==> src/include/mpf_params.svh <==
/*
 * Build-time settings for the read-response sorting shim.
 * Included by the package and by any module that sizes hardware from them.
 */

`ifndef MPF_PARAMS_SVH
`define MPF_PARAMS_SVH

// Cache-line address and (reduced) data widths
`define MPF_ADDR_WIDTH 32
`define MPF_DATA_WIDTH 64

// User metadata field, which also carries the scoreboard tag toward the platform
`define MPF_MDATA_WIDTH 16

// The scoreboard depth must be a power of two
`define MPF_SB_ENTRIES 16

// Free slots kept back so requests in flight after almost-full still fit
`define MPF_ALMOST_FULL_RESERVE 4

// Set to 1 to merge the channel almost-full flags and keep load/store order
`define MPF_SYNC_REQ_CHANNELS 1

`endif

==> src/hdl/mpf_pkg.sv <==
/*
 * Channel types shared by the sorting shim, its top level and the testbench.
 * Import with a wildcard in the module header; widths come from the params header.
 */

`include "mpf_params.svh"

package mpfPkg;

    // User metadata, replaced by the slot tag on the platform side
    typedef logic [`MPF_MDATA_WIDTH-1:0] tMdata;

    // Kind of response carried on channel 0
    typedef enum logic [1:0]
    {
        eRspRdLine = 2'd0,
        eRspWrLine = 2'd1
    } tRspKind;

    // ==============================
    // Requests
    // ==============================

    // Channel 0 read request
    typedef struct packed
    {
        logic                        rdValid;
        logic [`MPF_ADDR_WIDTH-1:0]  addr;
        tMdata                       mdata;
    } tReadReq;

    // Channel 1 write request
    typedef struct packed
    {
        logic                        wrValid;
        logic [`MPF_ADDR_WIDTH-1:0]  addr;
        tMdata                       mdata;
        logic [`MPF_DATA_WIDTH-1:0]  data;
    } tWriteReq;

    // ==============================
    // Responses
    // ==============================

    // Channel 0 carries read data and, when wrValid is set, write completions
    typedef struct packed
    {
        logic                        rdValid;
        logic                        wrValid;
        tRspKind                     kind;
        tMdata                       mdata;
        logic [`MPF_DATA_WIDTH-1:0]  data;
    } tRsp0;

    // Channel 1 carries write completions only
    typedef struct packed
    {
        logic                        wrValid;
        tMdata                       mdata;
    } tRsp1;

endpackage

==> src/hdl/rsp_scoreboard.sv <==
`timescale 1ns/1ps

/*
 * Circular scoreboard that turns out-of-order arrivals into in-order release.
 * A slot is allocated at request time and its index travels with the request.
 * Data may land in any allocated slot; slots retire strictly from the head.
 * N_ENTRIES must be a power of two so the pointers wrap on their own.
 */

module rspScoreboard #(
    parameter int  N_ENTRIES      = 16,
    parameter int  MIN_FREE_SLOTS = 4,
    parameter type tData          = logic [63:0],
    parameter type tMeta          = logic [15:0]
)
(
    input  logic                         clk,
    input  logic                         rstN,

    // Allocation side, index is valid in the same cycle as enqEn
    input  logic                         enqEn,
    input  tMeta                         enqMeta,
    output logic [$clog2(N_ENTRIES)-1:0] enqIdx,
    output logic                         notFull,

    // Data arrival, any allocated slot in any order
    input  logic                         dataEn,
    input  logic [$clog2(N_ENTRIES)-1:0] dataIdx,
    input  tData                         dataIn,

    // In-order release from the head slot
    input  logic                         deqEn,
    output logic                         notEmpty,
    output tData                         first,
    output tMeta                         firstMeta
);

    localparam int             IDX_W       = $clog2(N_ENTRIES);
    localparam logic [IDX_W:0] TOTAL_SLOTS = (IDX_W+1)'(N_ENTRIES);
    localparam logic [IDX_W:0] RESERVE     = (IDX_W+1)'(MIN_FREE_SLOTS);

    // Oldest allocated slot and next slot to hand out
    logic [IDX_W-1:0]     headIdx;
    logic [IDX_W-1:0]     tailIdx;

    // Allocated slot count, one bit wider than an index so full is visible
    logic [IDX_W:0]       usedSlots;
    logic [IDX_W:0]       freeSlots;

    // Set when a slot's data has arrived, cleared when the slot retires
    logic [N_ENTRIES-1:0] filled;

    tMeta                 metaMem [N_ENTRIES];
    tData                 dataMem [N_ENTRIES];

    // Distance of an arriving tag from the head, used to spot stale tags
    logic [IDX_W-1:0]     dataOffset;

    // ==============================
    // Pointers and occupancy
    // ==============================

    always_ff @(posedge clk or negedge rstN)
    begin
        if (!rstN)
        begin
            headIdx   <= '0;
            tailIdx   <= '0;
            usedSlots <= '0;
        end
        else
        begin
            if (enqEn)
            begin
                tailIdx <= tailIdx + 1'b1;
            end
            if (deqEn)
            begin
                headIdx <= headIdx + 1'b1;
            end
            usedSlots <= usedSlots + (IDX_W+1)'(enqEn) - (IDX_W+1)'(deqEn);
        end
    end

    // A slot is filled by its data and emptied only when the head retires it
    always_ff @(posedge clk or negedge rstN)
    begin
        if (!rstN)
        begin
            filled <= '0;
        end
        else
        begin
            if (dataEn)
            begin
                filled[dataIdx] <= 1'b1;
            end
            if (deqEn)
            begin
                filled[headIdx] <= 1'b0;
            end
        end
    end

    // Payload storage
    always_ff @(posedge clk)
    begin
        if (enqEn)
        begin
            metaMem[tailIdx] <= enqMeta;
        end
        if (dataEn)
        begin
            dataMem[dataIdx] <= dataIn;
        end
    end

    // ==============================
    // Outputs
    // ==============================

    assign enqIdx    = tailIdx;
    assign freeSlots = TOTAL_SLOTS - usedSlots;

    // The reserve lets requests already in flight land after notFull drops
    assign notFull   = (freeSlots >= RESERVE);

    // Release waits on the head slot alone, younger arrivals sit until then
    assign notEmpty  = filled[headIdx];
    assign first     = dataMem[headIdx];
    assign firstMeta = metaMem[headIdx];

    assign dataOffset = dataIdx - headIdx;

    // Retiring a slot whose data is not there would hand out stale payload
    aDeqWhenFilled: assert property (@(posedge clk) disable iff (!rstN)
        deqEn |-> notEmpty)
        else $error("rspScoreboard: dequeue with head slot not filled");

    // Arriving data must target a slot that was handed out and is still waiting
    aDataToOpenSlot: assert property (@(posedge clk) disable iff (!rstN)
        dataEn |-> (({1'b0, dataOffset} < usedSlots) && !filled[dataIdx]))
        else $error("rspScoreboard: data for unallocated or filled slot %0d", dataIdx);

    // Overrunning the ring would overwrite a live slot's metadata
    aEnqHasRoom: assert property (@(posedge clk) disable iff (!rstN)
        enqEn |-> (usedSlots < TOTAL_SLOTS))
        else $error("rspScoreboard: enqueue with no free slots");

endmodule

==> src/hdl/sort_read_rsp.sv <==
`timescale 1ns/1ps

/*
 * Read-response sorting shim between user logic and an unordered platform port.
 * Outgoing reads carry a scoreboard tag in mdata; responses are restored
 * to request order with the user's mdata put back. Channel 1 passes through.
 */

`include "mpf_params.svh"

module sortReadRsp
    import mpfPkg::*;
(
    input  logic     clk,
    input  logic     rstN,

    // User side
    input  tReadReq  afuC0Tx,
    input  tWriteReq afuC1Tx,
    output tRsp0     afuC0Rx,
    output tRsp1     afuC1Rx,
    output logic     afuC0AlmFull,
    output logic     afuC1AlmFull,

    // Platform side
    output tReadReq  qlpC0Tx,
    output tWriteReq qlpC1Tx,
    input  tRsp0     qlpC0Rx,
    input  tRsp1     qlpC1Rx,
    input  logic     qlpC0AlmFull,
    input  logic     qlpC1AlmFull
);

    localparam int SB_IDX_W = $clog2(`MPF_SB_ENTRIES);

    logic [SB_IDX_W-1:0]        sbEnqIdx;
    logic                       sbNotFull;
    logic                       sbNotEmpty;
    logic [`MPF_DATA_WIDTH-1:0] sbFirst;
    tMdata                      sbFirstMeta;

    // Per-channel almost-full before any synchronization
    logic c0AlmFull;
    logic c1AlmFull;

    // High when a write completion owns channel 0 this cycle
    logic nonRdValid;

    // ==============================
    // Almost-full
    // ==============================

    // Scoreboard reserve covers the almost-full window, so no other buffering
    assign c0AlmFull = qlpC0AlmFull || !sbNotFull;
    assign c1AlmFull = qlpC1AlmFull;

    generate
        if (`MPF_SYNC_REQ_CHANNELS != 0)
        begin : gSyncChannels
            // Either channel filling stops both, which keeps load/store order
            assign afuC0AlmFull = c0AlmFull || c1AlmFull;
            assign afuC1AlmFull = c0AlmFull || c1AlmFull;
        end
        else
        begin : gIndependentChannels
            assign afuC0AlmFull = c0AlmFull;
            assign afuC1AlmFull = c1AlmFull;
        end
    endgenerate

    // ==============================
    // Channel 0, reads
    // ==============================

    rspScoreboard #(
        .N_ENTRIES      (`MPF_SB_ENTRIES),
        .MIN_FREE_SLOTS (`MPF_ALMOST_FULL_RESERVE),
        .tData          (logic [`MPF_DATA_WIDTH-1:0]),
        .tMeta          (tMdata)
    ) scoreboard (
        .clk       (clk),
        .rstN      (rstN),
        .enqEn     (afuC0Tx.rdValid),
        .enqMeta   (afuC0Tx.mdata),
        .enqIdx    (sbEnqIdx),
        .notFull   (sbNotFull),
        .dataEn    (qlpC0Rx.rdValid),
        .dataIdx   (qlpC0Rx.mdata[SB_IDX_W-1:0]),
        .dataIn    (qlpC0Rx.data),
        .deqEn     (afuC0Rx.rdValid),
        .notEmpty  (sbNotEmpty),
        .first     (sbFirst),
        .firstMeta (sbFirstMeta)
    );

    // The platform sees the slot tag, the user's mdata waits in the scoreboard
    always_comb
    begin
        qlpC0Tx       = afuC0Tx;
        qlpC0Tx.mdata = tMdata'(sbEnqIdx);
    end

    // Write completions are unbuffered, so they win the channel over a release
    always_comb
    begin
        nonRdValid      = qlpC0Rx.wrValid;
        afuC0Rx         = qlpC0Rx;
        afuC0Rx.rdValid = sbNotEmpty && !nonRdValid;

        // Rebuild the read header from the saved mdata
        if (afuC0Rx.rdValid)
        begin
            afuC0Rx.kind  = eRspRdLine;
            afuC0Rx.mdata = sbFirstMeta;
            afuC0Rx.data  = sbFirst;
        end
    end

    // A write completion goes out alone, with no read release beside it
    aWriteBlocksRelease: assert property (@(posedge clk) disable iff (!rstN)
        qlpC0Rx.wrValid |-> (afuC0Rx.wrValid && !afuC0Rx.rdValid))
        else $error("sortReadRsp: read release overlaps a write response");

    // A read blocked by a write is still waiting at the head on the next cycle
    aBlockedReadHeld: assert property (@(posedge clk) disable iff (!rstN)
        (sbNotEmpty && qlpC0Rx.wrValid) |=> sbNotEmpty)
        else $error("sortReadRsp: blocked read response was lost");

    // ==============================
    // Channel 1, writes
    // ==============================

    assign qlpC1Tx = afuC1Tx;
    assign afuC1Rx = qlpC1Rx;

endmodule

==> src/hdl/mpf_sort_top.sv <==
`timescale 1ns/1ps

/*
 * Top level of the sorting shim.
 * Exposes the user and platform channel ports; all work is in sortReadRsp.
 */

module mpfSortTop
    import mpfPkg::*;
(
    input  logic     clk,
    input  logic     rstN,

    // User side, sees read responses in issue order
    input  tReadReq  afuC0Tx,
    input  tWriteReq afuC1Tx,
    output tRsp0     afuC0Rx,
    output tRsp1     afuC1Rx,
    output logic     afuC0AlmFull,
    output logic     afuC1AlmFull,

    // Platform side, may answer reads in any order
    output tReadReq  qlpC0Tx,
    output tWriteReq qlpC1Tx,
    input  tRsp0     qlpC0Rx,
    input  tRsp1     qlpC1Rx,
    input  logic     qlpC0AlmFull,
    input  logic     qlpC1AlmFull
);

    sortReadRsp sorter (
        .clk          (clk),
        .rstN         (rstN),
        .afuC0Tx      (afuC0Tx),
        .afuC1Tx      (afuC1Tx),
        .afuC0Rx      (afuC0Rx),
        .afuC1Rx      (afuC1Rx),
        .afuC0AlmFull (afuC0AlmFull),
        .afuC1AlmFull (afuC1AlmFull),
        .qlpC0Tx      (qlpC0Tx),
        .qlpC1Tx      (qlpC1Tx),
        .qlpC0Rx      (qlpC0Rx),
        .qlpC1Rx      (qlpC1Rx),
        .qlpC0AlmFull (qlpC0AlmFull),
        .qlpC1AlmFull (qlpC1AlmFull)
    );

endmodule

==> config.mk <==
export PLATFORM = sky130hd
export DESIGN_NAME = mpfSortTop
export DESIGN_NICKNAME = d
export VERILOG_FILES = /design/src/hdl/mpf_pkg.sv /design/src/hdl/rsp_scoreboard.sv /design/src/hdl/sort_read_rsp.sv /design/src/hdl/mpf_sort_top.sv
export VERILOG_INCLUDE_DIRS = /design/src /design/src/include
export SDC_FILE = /design/constraint.sdc
export NUM_CORES = 1
export LEC_CHECK = 0
export BUFFER_PORTS_ARGS = -buffer_cell sky130_fd_sc_hd__buf_4
export CAP_MARGIN = 20
export CORE_MARGIN = 8
export CORE_UTILIZATION = 35
export DETAILED_ROUTE_END_ITERATION = 8
export PLACE_DENSITY = 0.52
export SLEW_MARGIN = 30
export SYNTH_ARGS = -nofsm -noshare
export SYNTH_HDL_FRONTEND = slang
export SYNTH_SLANG_ARGS = --single-unit
==> constraint.sdc <==
create_clock -name clk -period 2.8 [get_ports clk]
set_input_delay 0.28 -clock clk [delete_from_list [all_inputs] [get_ports clk]]
set_output_delay 0.28 -clock clk [all_outputs]
set_load 0.02 [all_outputs]
# Word level (Yosys, flattened, before mapping)
# Memories as Yosys holds them, arrays and structs flattened.
# Index checks and enable logic that the tools add are counted.
# totals
input_bits,267
ff_bits,29
ram_bits,1280
mem_count,2
elab_cells,39
# memory_table
name,words,word_bits,read_ports,rd_ports_with_merged_regs,wr,line,source
sorter.scoreboard.dataMem,16,64,1,0,1,rsp_scoreboard.sv:54,tData dataMem [N_ENTRIES];
sorter.scoreboard.metaMem,16,16,1,0,1,rsp_scoreboard.sv:53,tMeta metaMem [N_ENTRIES];
# classes
muxes,13
n_reduce_logical,7
add_sub_neg,5
bitwise,3
magnitude_cmp,5
# ops
op,count
82-bit 2-to-1 mux,1
16-bit 2-to-1 mux,2
16-bit AND,1
16-bit inverter,1
16-bit OR,1
4-bit by 5-bit < comparator with 1-bit output (second input constant),2
4-bit by 1-bit adder with 4-bit output (second input constant),2
1-bit demux with 4-bit select,2
4-bit by 1-bit >= comparator with 1-bit output (second input constant),2
1-bit 2-to-1 mux,7
5-bit by 1-bit adder with 5-bit output,1
5-bit by 3-bit >= comparator with 1-bit output (second input constant),1
5-bit by 1-bit subtractor with 5-bit output,1
5-bit subtractor (first input constant),1
1-bit binary-select mux with 4-bit select,1
1-bit logical AND,3
1-bit logical NOT,2
1-bit logical OR,2

# Logic depth before layout (Yosys ltp)
# Gate-level depths: netlist of the first run.
# depth
word_depth,8
mapped_depth,15
ltp_nobuf,12

# By module
# Synthesis of the first run repeated with hierarchy kept, for this count alone.
# unflattened
hier_cells,2405
area_unflattened_um2,52217.6
# by_module_without_submodules
module,cells_each,instances,seq_area_each_um2,area_per_inst_um2
rspScoreboard,2133,1,39162.6,49537.5
sortReadRsp,272,1,0.0,2680.1

# Worst setup path before layout of the first run
# Ideal clock, no wire load.
# synth_path
path_kind,input to register
startpoint,input qlpC0Rx[65] (netlist bit)
endpoint,register sorter.scoreboard.filled[0]
arrival_time_ns,5.702
path_slack_ns,-2.985
cell_stages,3
path_buffers,0
required_time_ns,2.717
setup_ns,0.083
cell_sequence,or3b_2 -> nor3_1 -> o22a_1
# synth_between
elab_chain_len,8
elab_cells_between_ends,9
cone_classes,2 x order compare; 4 x mux; 2 x bitwise; 1 x reduce/logical
# synth_lines
item,line,source
from (decl),mpf_sort_top.sv:25,"input tRsp0 qlpC0Rx,"
4-bit by 5-bit < comparator with 1-bit output (not written as such) / 4-bit by 1-bit >= comparator with 1-bit output (equally long branches),rsp_scoreboard.sv:96,filled[dataIdx] <= 1'b1;
1-bit logical AND (not written as such),rsp_scoreboard.sv:96,
1-bit 2-to-1 mux (not written as such),rsp_scoreboard.sv:96,
1-bit demux with 4-bit select (*),rsp_scoreboard.sv:96,
16-bit OR (no line) (*),--,
16-bit 2-to-1 mux (*),rsp_scoreboard.sv:94,if (dataEn)
16-bit AND (no line),--,
16-bit 2-to-1 mux (*),rsp_scoreboard.sv:98,if (deqEn)
to (signal assigned),rsp_scoreboard.sv:90,filled <= '0;
"to (signal, indexed assignment)",rsp_scoreboard.sv:96,
"to (signal, indexed assignment)",rsp_scoreboard.sv:100,filled[headIdx] <= 1'b0;
to (decl),rsp_scoreboard.sv:51,logic [N_ENTRIES-1:0] filled;
# Mark *: on every way between the ends. The rest lies on a longest branch, timed or not.
# A chain may end at the register's enable or synchronous reset.

==> flow_summary_export.csv, run 1 <==
group,metric,value,unit
worst_setup_path,r2r_cells,15,
floorplan,core_area,147000,sq um
worst_setup_path,r2r_start,"sorter.scoreboard.headIdx[1]",
worst_setup_path,cp_data_arrival_time,3.22,ns
finish,final_cells,4740,
drt,final_antenna_net_count,0,
clock_network,h-tree-depth,4,
worst_setup_path,critPathMaxFanout,7,
global_route,antenna_found_initial,3,
global_route,grt_usage,0.168,
finish,regArea,39200,sq um
hold_path,hp-class,"in -> reg",
worst_setup_path,setup.worst_path.end,"afuC0Rx[34]",
power_and_ir_drop,share_comb_of_total_power,0.342,
outcome,violations,"setup timing",
timing,max_clock_freq,0.285,GHz
logic_synthesis,ys_warn_count,0,
logic_synthesis,yosysSeqAreaShare,0.756,
timing,setup_viol,84,
finish,fin_nets,2989,
clock_network,cts-root-buf,"clkbuf_16",
finish,fin_area,61900,sq um
placement,dpl_cell_area,55800,sq um
power_and_ir_drop,powerDensity,998,nW/um^2
floorplan,io-pin-count,532,
clock_network,cts_tree,"built",
global_route,grt_pass1_wl,198000,microns
job,drv_cap,0,
timing,maxSlewHeadroom,0.488,
power_and_ir_drop,seq_power_share,0.369,
logic_synthesis,synth_area,51800,sq um
floorplan,die_x,401,microns
logic_synthesis,ys_top_cells_by_count,"edfxtp_1 (1280), mux4_2 (321), buf_4 (179)",
worst_setup_path,critical_path_class,"reg -> out",
timing,post-route-min-period,3.50,ns
worst_setup_path,startpoint_type,"register",
floorplan,fp.dieH,401,microns
logic_synthesis,yosysTopAreaCell,"edfxtp_1",
logic_synthesis,ys_types,37,
timing,drv_slew,0,
logic_synthesis,synth_edf_count,1280,
timing,period_share,1.25,
power_and_ir_drop,p_clk_frac,0.289,
worst_setup_path,reg2reg_slack,-0.05,ns
worst_setup_path,reg2reg_to,"sorter.scoreboard.usedSlots[4]",
finish,syn_to_final_growth,19.6,%
timing,skew,0.0221,ns
power_and_ir_drop,ir_worst_vdd,0.742,mV
drt,via_count,25014,
worst_setup_path,crit_path_start,"sorter.scoreboard.headIdx[1]",
placement,place_hpwl,79400,microns
placement,io_buffers,195,
logic_synthesis,syn_inst,2413,
drt,drt-total-wl,139000,microns
power_and_ir_drop,power.switching,19.0,mW
logic_synthesis,synth_area_per_cell,21.5,sq um
outcome,status,"finished with violations",
clock_network,clockBufferDepth,3,
clock_network,numCtsBuffers,140,
clock_network,cts_sinks,1309,
clock_network,clk_pin_slew_worst_paths,0.06,ns
drt,routed_via_density,5.28,
power_and_ir_drop,switching_share,0.307,
power_and_ir_drop,internal_power,42.8,mW
logic_synthesis,post-synth-top-area-fraction,0.742,
timing,tightest_slew,0.767,ns
drt,wl_per_cell,29.3,microns
clock_network,clk_latency,0.76,ns
power_and_ir_drop,leakage,20.2,nW
logic_synthesis,synth_ff_type,"edfxtp_1",
drt,drt_iter0_markers,2108,
global_route,gr-total-overflow,0,
logic_synthesis,ys_ff_latch,1309,
floorplan,dieArea,161000,sq um
worst_setup_path,worst_ep_required_time,2.52,ns
timing,rsz0062_at_grt,"yes",
drt,drc_errors,0,
logic_synthesis,synth_async_sr_flop_share,0.0222,
floorplan,initial_core_util,0.352,
finish,multiInputGateArea,11200,sq um
finish,nFillCells,12629,
timing,setup_slack,-0.703,ns
worst_setup_path,end_kind,"output port",
finish,drive_gt1_frac,0.360,
drt,dr.pass1.iters,5,
floorplan,num_rows,141,
logic_synthesis,yosysMostFrequentCell,"edfxtp_1",
logic_synthesis,synth_area_leaders,"edfxtp_1 (74%), mux4_2 (14%), buf_4 (2.6%)",
placement,gp_congestion,0.730,
timing,hold_viol_final,0,
placement,dpl.cell_count,4379,
global_route,grt_max_degree,70,
global_route,grt_pass1_vias,27163,
## critical path, stage by stage (launching register included)
cell,delay (ns)
dfrtp_4,0.54
mux2i_1,0.16
mux4_2,0.53
o31ai_4,0.23
buf_6,0.18
buf_12,0.15
buf_16,0.16
mux2_2,0.35
buf_4,0.16
## worst min path at each step
stage                      startpoint                            to  slack [ns]  depth (start not counted)
after floorplan                  rstN   sorter.scoreboard.enqIdx[0]       -0.02                          0
after global placement           rstN   sorter.scoreboard.enqIdx[0]        0.25                          1
after detailed placement         rstN   sorter.scoreboard.enqIdx[0]        0.26                          1
after CTS                 qlpC0Rx[82]  sorter.scoreboard.filled[12]         0.1                          3
after global routing      qlpC0Rx[82]  sorter.scoreboard.filled[12]        0.12                          3
final                     qlpC0Rx[82]  sorter.scoreboard.filled[12]        0.14                          3
## metrics by stage
| step | setup WS (ns) | hold slack, ns | util | setup TNS, ns | total power, mW |
|---|---|---|---|---|---|
| 5_1_grt | -0.830 | 0.121 | 0.420 | -64.94 | 64.6 |
| 3_5_place_dp | -0.0965 | 0.260 | 0.379 | -1.07 | 42.6 |
| 3_3_place_gp | -0.143 | 0.250 | 0.379 | -0.858 | 42.4 |
| 6_report | -0.703 | 0.143 | 0.420 | -54.42 | 61.8 |
| 2_1_floorplan | -0.927 | -0.0156 | - | -628.66 | 35.8 |
| 4_1_cts | -0.837 | 0.0951 | 0.419 | -62.46 | 62.5 |
## repair_timing
action / 4_1_cts / 5_1_grt
endpoints found under the hold margin: 1315 / 0
buffers inserted: 12 / 4
hold buffers: 86 / 0
gates resized for setup: 77 / 21
pin swaps: 9 / 5
setup endpoints to repair: 84 / 88
cloned: 9 / 4
## area by class of cell
cell class / instances / share of cell area
Antenna cell: 2 / 0.0000808
Inverter: 13 / 0.000788
Clock inverter: 63 / 0.0107
Tap cell: 1930 / 0.0390
Timing Repair Buffer: 441 / 0.0765
Clock buffer: 181 / 0.0604
Multi-Input combinational cell: 801 / 0.180
Sequential cell: 1309 / 0.632
## power by group through the flow
stage | sequential (mW) | clock (mW) | combinational [mW]
final | 22.8 | 17.8 | 21.2
after global routing | 22.9 | 19.1 | 22.6
after CTS | 22.8 | 18.4 | 21.3
after detailed placement | 23.2 | 0 | 19.4
after global placement | 23.2 | 0 | 19.3
after floorplan | 23.1 | 0 | 12.7
## cell usage in the layout, fill, tap and decap left out, drive strengths merged, types with 3 or more instances in the layout
cell type,n
clkbuf,186
inv,20
nor2b,6
dlygate4sd3,85
nand2b,8
bufinv,9
dfrtp,29
nand2,96
mux4,321
mux2i,8
ha,15
conb,12
xor2,4
clkinvlp,5
xnor2,7
a21oi,3
nand3,7
a22oi,161
edfxtp,1280
clkinv,42
o22a,16
mux2,81
nor2,35
buf,349
nor3,9
## logic make-up (layout without fill, tap and decap cells)
group,Yosys count,in the layout,synth area share
simple gates,167,167,0.0136
other cells,1,14,0.0000724
flops,1309,1309,0.756
fa+ha+maj,16,16,0.00401
buf+inv,314,698,0.0377
xor+xnor,11,11,0.00186
mux,410,410,0.159
compound gates,185,185,0.0273
## sequential cells by signal (all words and copies together), names as in the netlist
signal / cells
sorter.scoreboard.usedSlots: 5
sorter.scoreboard.enqIdx: 4
sorter.scoreboard.dataMem: 1024
sorter.scoreboard.headIdx: 4
sorter.scoreboard.filled: 16
sorter.scoreboard.metaMem: 256
## layer usage
layer  track usage  vias up  part of all wire
met1         0.214    13523              0.41
met3        0.0358      245             0.059
met5       0.00208        -           0.00041
met2         0.290      808              0.51
met4        0.0471        4             0.023
li1              -    10434                 -
Power figures use the tool's default switching activity.
==> run 2: changes to the inputs <==
==> constraint.sdc (replaced) <==
create_clock -name clk -period 2.8 [get_ports clk]
set_input_delay 0.56 -clock clk [delete_from_list [all_inputs] [get_ports clk]]
set_output_delay 0.56 -clock clk [all_outputs]
set_load 0.02 [all_outputs]
==> flow_summary_export.csv, run 2 (synthesis results as in run 1) <==
group,metric,value,unit
outcome,status,"finished with violations",
outcome,violations,"setup timing",
global_route,grt_usage,0.164,
drt,dr.pass1.iters,7,
power_and_ir_drop,ir_worst_vdd,0.905,mV
timing,max_clock_freq,0.265,GHz
worst_setup_path,critical_path_class,"reg -> out",
timing,setup_viol,85,
power_and_ir_drop,seq_power_share,0.367,
finish,syn_to_final_growth,18.5,%
clock_network,clockBufferDepth,3,
global_route,gr-total-overflow,0,
drt,wl_per_cell,29.2,microns
timing,tightest_slew,0.631,ns
worst_setup_path,startpoint_type,"register",
drt,drt_iter0_markers,1833,
worst_setup_path,reg2reg_to,"sorter.scoreboard.usedSlots[4]",
clock_network,cts-root-buf,"clkbuf_16",
finish,layout_commonest_cell,"edfxtp_1",
power_and_ir_drop,fin_total_pwr,62.3,mW
hold_path,min_from,"afuC0Tx[48]",
power_and_ir_drop,leakage,20.0,nW
finish,fin_util,0.417,
placement,gp_congestion,0.743,
finish,drive_gt1_frac,0.367,
floorplan,num_rows,141,
timing,maxSlewHeadroom,0.578,
placement,pre_cts_slack,-0.288,ns
timing,hold_viol_final,0,
power_and_ir_drop,switching_share,0.301,
worst_setup_path,worst_ep_required_time,2.24,ns
finish,largest_reg_flops,1024,
timing,timing.hold.ws,0.0743,ns
floorplan,initial_core_util,0.352,
power_and_ir_drop,share_comb_of_total_power,0.337,
floorplan,die_x,401,microns
placement,place_hpwl,79600,microns
floorplan,io-pin-count,532,
drt,routed_via_density,5.29,
global_route,use_met2,0.281,
finish,nFillCells,12721,
worst_setup_path,critPathSlowestCell,"dfrtp_4",
hold_path,hold_end,"sorter.scoreboard.enqIdx[0]",
placement,io_buffers,195,
finish,fin_nets,2928,
finish,layout_common_cells,"edfxtp_1 (1280), mux4_2 (321), buf_4 (280)",
drt,final_antenna_net_count,0,
power_and_ir_drop,power.switching,18.8,mW
worst_setup_path,critPathMaxFanout,13,
clock_network,h-tree-depth,4,
worst_setup_path,end_kind,"output port",
global_route,grt_busiest_layer,"met2",
clock_network,cts_sinks,1309,
worst_setup_path,path_cells,"mux2i_1 > mux4_2 > o31ai_4 > buf_6 > buf_12 > mux2_2 > buf_4",
global_route,grt_use_met3,0.0372,
timing,tns,-76.01,ns
worst_setup_path,r2r_start,"sorter.scoreboard.headIdx[1]",
timing,setup_slack,-0.971,ns
job,drv_cap,0,
floorplan,fp.dieH,401,microns
timing,drv_slew,0,
worst_setup_path,r2r_cells,12,
global_route,antenna_found_initial,5,
timing,rsz0062_at_grt,"yes",
finish,reg.largest.list,"sorter.scoreboard.dataMem (1024), sorter.scoreboard.metaMem (256), sorter.scoreboard.filled (16)",
timing,post-route-min-period,3.77,ns
timing,skew,0.0296,ns
worst_setup_path,path_buf_inv,3,
drt,via_count,24780,
drt,drt-total-wl,137000,microns
worst_setup_path,reg2reg_slack,-0.22,ns
worst_setup_path,cp_data_arrival_time,3.21,ns
clock_network,clk_pin_slew_worst_paths,0.06,ns
clock_network,cts_tree,"built",
power_and_ir_drop,p_clk_frac,0.296,
worst_setup_path,crit_family,"multiplexers",
global_route,grt_max_degree,55,
floorplan,core_area,147000,sq um
finish,top_register,"sorter.scoreboard.dataMem",
floorplan,dieArea,161000,sq um
drt,drc_errors,0,
power_and_ir_drop,internal_power,43.5,mW
hold_path,worstHoldPathCells,2,
global_route,met1_usage,0.210,
clock_network,numCtsBuffers,142,
clock_network,clk_latency,0.75,ns
power_and_ir_drop,powerDensity,1020,nW/um^2
timing,period_share,1.35,
global_route,grt_pass1_vias,26804,
worst_setup_path,slowest_delay,0.54,ns
hold_path,hp-class,"in -> reg",
global_route,grt_pass1_wl,193000,microns
[run 2: final cells by class]
class / instances / area [sq um] / area share
clock buffers: 170 / 3700 / 0.0603
repair buffers: 378 / 4140 / 0.0675
clock inverters: 83 / 907 / 0.0148
diodes: 2 / 5.00 / 0.0000816
multi-input cells: 801 / 11000 / 0.179
well taps: 1930 / 2410 / 0.0394
inverters: 13 / 48.8 / 0.000795
flip-flops and latches: 1309 / 39200 / 0.638
[run 2: worst max path at each step]
stage	start	slack, ns	end	cells past startpoint
after floorplan	qlpC0Rx[65]	-0.33	sorter.scoreboard.dataMem[4][0]	2
after global placement	sorter.scoreboard.headIdx[0]	-0.22	afuC0Rx[17]	7
after detailed placement	sorter.scoreboard.headIdx[1]	-0.29	afuC0Rx[70]	7
after CTS	sorter.scoreboard.headIdx[1]	-1.06	afuC0Rx[16]	7
after global routing	sorter.scoreboard.headIdx[1]	-1.07	afuC0Rx[35]	7
final	sorter.scoreboard.headIdx[1]	-0.97	afuC0Rx[21]	7
[run 2: power groups by stage]
| stage | Combinational [mW] | Clock (mW) | Sequential [mW] |
|---|---|---|---|
| 2_1_floorplan | 12.8 | 0 | 23.1 |
| 3_3_place_gp | 19.8 | 0 | 23.2 |
| 3_5_place_dp | 20.0 | 0 | 23.2 |
| 4_1_cts | 20.8 | 18.9 | 22.8 |
| 5_1_grt | 22.5 | 19.6 | 22.9 |
| 6_report | 21.0 | 18.4 | 22.8 |
[run 2: timing repair]
action	4_1_cts	5_1_grt
gates cloned	4	6
pin swaps	3	4
endpoints found under the hold margin	29	0
setup endpoints to repair	87	89
gates resized for setup	24	22
setup buffers	2	16
hold buffers	1	0
[run 2: stage by stage]
step                std cells  area (sq um)
floorplan                2424         52000
global placement         4402         56100
detailed placement       4402         56100
CTS                      4662         61000
global route             4684         61400
finish                   4686         61400
[run 2: routing by layer]
layer | share of wire | routed length, microns
met1 | 0.41 | 55800
met2 | 0.50 | 68900
met3 | 0.061 | 8320
met4 | 0.027 | 3680
met5 | 0 | 0
[run 2: worst reg2reg max path, delay by kind of cell (launching register included)]
kind / cells / cell delay, ns
adder cells (fa/ha/maj): 3 / 0.72
multiplexers: 2 / 0.70
flip-flops: 1 / 0.54
AO/OA/AOI/OAI: 2 / 0.42
buffers and inverters: 2 / 0.28
AND/OR/NAND/NOR: 2 / 0.19
XOR/XNOR: 1 / 0.14
==> run 3: changes to the inputs <==
--- a/config.mk
+++ b/config.mk
@@ -6,12 +6,13 @@
 export SDC_FILE = /design/constraint.sdc
 export NUM_CORES = 1
 export LEC_CHECK = 0
+export ABC_AREA = 1
 export BUFFER_PORTS_ARGS = -buffer_cell sky130_fd_sc_hd__buf_4
 export CAP_MARGIN = 20
 export CORE_MARGIN = 8
 export CORE_UTILIZATION = 35
 export DETAILED_ROUTE_END_ITERATION = 8
-export PLACE_DENSITY = 0.52
+export PLACE_DENSITY = 0.51
 export SLEW_MARGIN = 30
 export SYNTH_ARGS = -nofsm -noshare
 export SYNTH_HDL_FRONTEND = slang
==> flow_summary_export.csv, run 3 <==
group,metric,value,unit
outcome,status,"finished with violations",
outcome,violations,"setup timing",
placement,gp_congestion,0.790,
floorplan,io-pin-count,532,
timing,tns,-45.99,ns
logic_synthesis,yosysSeqAreaShare,0.643,
placement,io_buffers,195,
drt,dr.pass1.iters,5,
placement,place_hpwl,102000,microns
worst_setup_path,crit_top_cell,"nand2_1",
drt,final_antenna_net_count,0,
logic_synthesis,yosysTopAreaCell,"edfxtp_1",
placement,pre_cts_slack,-0.0727,ns
hold_path,min_from,"afuC0Tx[4]",
timing,skew,0.0201,ns
worst_setup_path,r2r_start,"sorter.scoreboard.headIdx[0]",
timing,maxSlewHeadroom,0.642,
logic_synthesis,yosysMostFrequentCell,"nand2_1",
job,drv_cap,0,
worst_setup_path,critPathMaxFanout,10,
logic_synthesis,ys_types,22,
clock_network,cts_tree,"built",
finish,reg.largest.list,"sorter.scoreboard.dataMem (1024), sorter.scoreboard.metaMem (256), sorter.scoreboard.filled (16)",
logic_synthesis,synth_edf_count,1280,
drt,drt_iter0_markers,3130,
finish,nFillCells,16615,
worst_setup_path,path_buf_inv,6,
timing,period_share,1.23,
global_route,antenna_found_initial,10,
worst_setup_path,startpoint_type,"register",
worst_setup_path,critical_path_class,"reg -> out",
clock_network,h-tree-depth,4,
logic_synthesis,synth_async_sr_flop_share,0.0222,
global_route,grt_pass1_wl,267000,microns
finish,fin_area,74000,sq um
worst_setup_path,crit_family,"buffers and inverters",
drt,drt-total-wl,190000,microns
floorplan,initial_core_util,0.351,
finish,layout_common_cells,"nand2_1 (2260), inv_1 (1491), edfxtp_1 (1280)",
drt,via_count,42094,
finish,final_cells,9173,
clock_network,clockBufferDepth,3,
timing,max_clock_freq,0.291,GHz
timing,drv_slew,0,
power_and_ir_drop,fin_total_pwr,74.5,mW
power_and_ir_drop,ir_worst_vdd,0.828,mV
power_and_ir_drop,leakage,33.9,nW
worst_setup_path,worst_ep_required_time,2.24,ns
worst_setup_path,cp_data_arrival_time,2.88,ns
logic_synthesis,synth_area_per_cell,9.31,sq um
logic_synthesis,synth_ff_type,"edfxtp_1",
finish,layout_commonest_cell,"nand2_1",
logic_synthesis,ys_top_cells_by_count,"nand2_1 (2401), inv_1 (1500), edfxtp_1 (1280)",
timing,hold_viol_final,0,
global_route,grt_usage,0.189,
hold_path,hp-class,"in -> reg",
floorplan,fp.dieH,433,microns
floorplan,dieArea,188000,sq um
timing,setup_slack,-0.641,ns
timing,tightest_slew,0.537,ns
worst_setup_path,end_kind,"output port",
logic_synthesis,synth_area,60900,sq um
logic_synthesis,post-synth-top-area-fraction,0.631,
global_route,grt_pass1_vias,40209,
floorplan,core_area,173000,sq um
finish,drive_gt1_frac,0.137,
drt,wl_per_cell,20.7,microns
worst_setup_path,slowest_delay,0.57,ns
timing,rsz0062_at_grt,"yes",
clock_network,cts_sinks,1309,
finish,regArea,39200,sq um
finish,fin_nets,7012,
clock_network,clk_latency,0.78,ns
finish,fin_util,0.427,
timing,post-route-min-period,3.44,ns
global_route,grt_max_degree,89,
global_route,gr-total-overflow,0,
power_and_ir_drop,powerDensity,1010,nW/um^2
placement,dpl.cell_count,8790,
clock_network,clk_pin_slew_worst_paths,0.06,ns
floorplan,die_x,433,microns
finish,multiInputGateArea,14600,sq um
logic_synthesis,ys_warn_count,0,
worst_setup_path,path_cells,"inv_8 > buf_12 > buf_4 > bufbuf_16 > nand2_1 > nand3_1 > nand2_1 > nand2_1 > nand2_1 > inv_1 > nand2_2 > nand3_1 > nand2_1 > buf_6",
finish,syn_to_final_growth,21.4,%
worst_setup_path,critPathSlowestCell,"dfrtp_4",
placement,dpl_cell_area,65400,sq um
drt,routed_via_density,4.59,
finish,largest_reg_flops,1024,
worst_setup_path,reg2reg_slack,-0.22,ns
timing,setup_viol,84,
finish,top_register,"sorter.scoreboard.dataMem",
drt,drc_errors,0,
logic_synthesis,synth_area_leaders,"edfxtp_1 (63%), nand2_1 (15%), inv_1 (9.2%)",
logic_synthesis,syn_inst,6543,
floorplan,num_rows,153,
worst_setup_path,crit_path_start,"sorter.scoreboard.headIdx[0]",
clock_network,cts-root-buf,"clkbuf_16",
timing,timing.hold.ws,0.0867,ns
clock_network,numCtsBuffers,149,
logic_synthesis,ys_ff_latch,1309,
run 3: cell types whose count changed after synthesis, moves of 16 or more:
cell / delta
buf_2: +171
a21oi_1: +25
nand3_1: +743
mux2_2: -60
mux4_2: -321
a22oi_1: -161
nand2_1: +2305
inv_1: +1488
o22a_1: -16
run 3: cells by family after synthesis:
family / synth area share
other: 0.0000615
xor gates and xnor gates: 0.00172
adders and majority gates: 0.00341
buffers and inverters: 0.137
DFF: 0.643
AOI/OAI and AO/OA: 0.00292
and+or+nand+nor: 0.213
run 3: routing by layer:
metal	global-route usage	vias to the layer above	part of all wire
li1	-	20373	-
met1	0.241	20248	0.42
met2	0.327	1185	0.49
met3	0.0425	282	0.065
met4	0.0489	6	0.023
met5	0.000256	-	0.00016
run 3: worst register-to-register path, stage by stage (launching register included):
cell	delay, ns
dfrtp_4	0.57
inv_8	0.11
nand2_1	0.08
nand3_2	0.08
nand2_1	0.06
nand2_1	0.07
nand2_2	0.08
inv_4	0.08
nand2_8	0.10
nand2_8	0.14
buf_6	0.14
inv_4	0.04
ha_1	0.26
inv_1	0.04
ha_1	0.21
fa_2	0.37
a21oi_1	0.16
nor2_1	0.05
nor2_1	0.13
xor2_1	0.18
run 3: layout make-up:
cell class	count	share of cell area
Tap cell	2325	0.0393
Timing Repair inverter	2	0.000304
Clock inverter	79	0.0106
Clock buffer	186	0.0531
Timing Repair Buffer	486	0.0926
Antenna cell	5	0.000169
Sequential cell	1309	0.530
Multi-Input combinational cell	3277	0.198
Inverter	1504	0.0768
run 3: timing repair:
item	4_1_cts	5_1_grt
pin swaps	16	48
endpoints found under the setup margin	86	89
resized for setup	178	274
setup buffers	23	21
hold buffers	2	0
gates cloned	22	47
hold endpoints to repair	30	0
run 3: path summary, 6_finish.rpt:
check,end,depth (start not counted)
max in group asynchronous,sorter.scoreboard.headIdx[0],2
hold reg to reg,sorter.scoreboard.headIdx[3],2
setup reg to reg,sorter.scoreboard.usedSlots[4],19
min in group asynchronous,sorter.scoreboard.enqIdx[0],2
setup / recovery,afuC0Rx[3],14
hold / removal,sorter.scoreboard.metaMem[9][4],1
run 3: report_power, final:
part	total [mW]	internal [mW]	switching, mW	leakage (nW)
clock	19.0	10.9	8.08	2.29
combinational	32.8	12.9	19.8	19.7
sequential	22.7	22.4	0.327	11.9
total	74.5	46.3	28.3	33.9
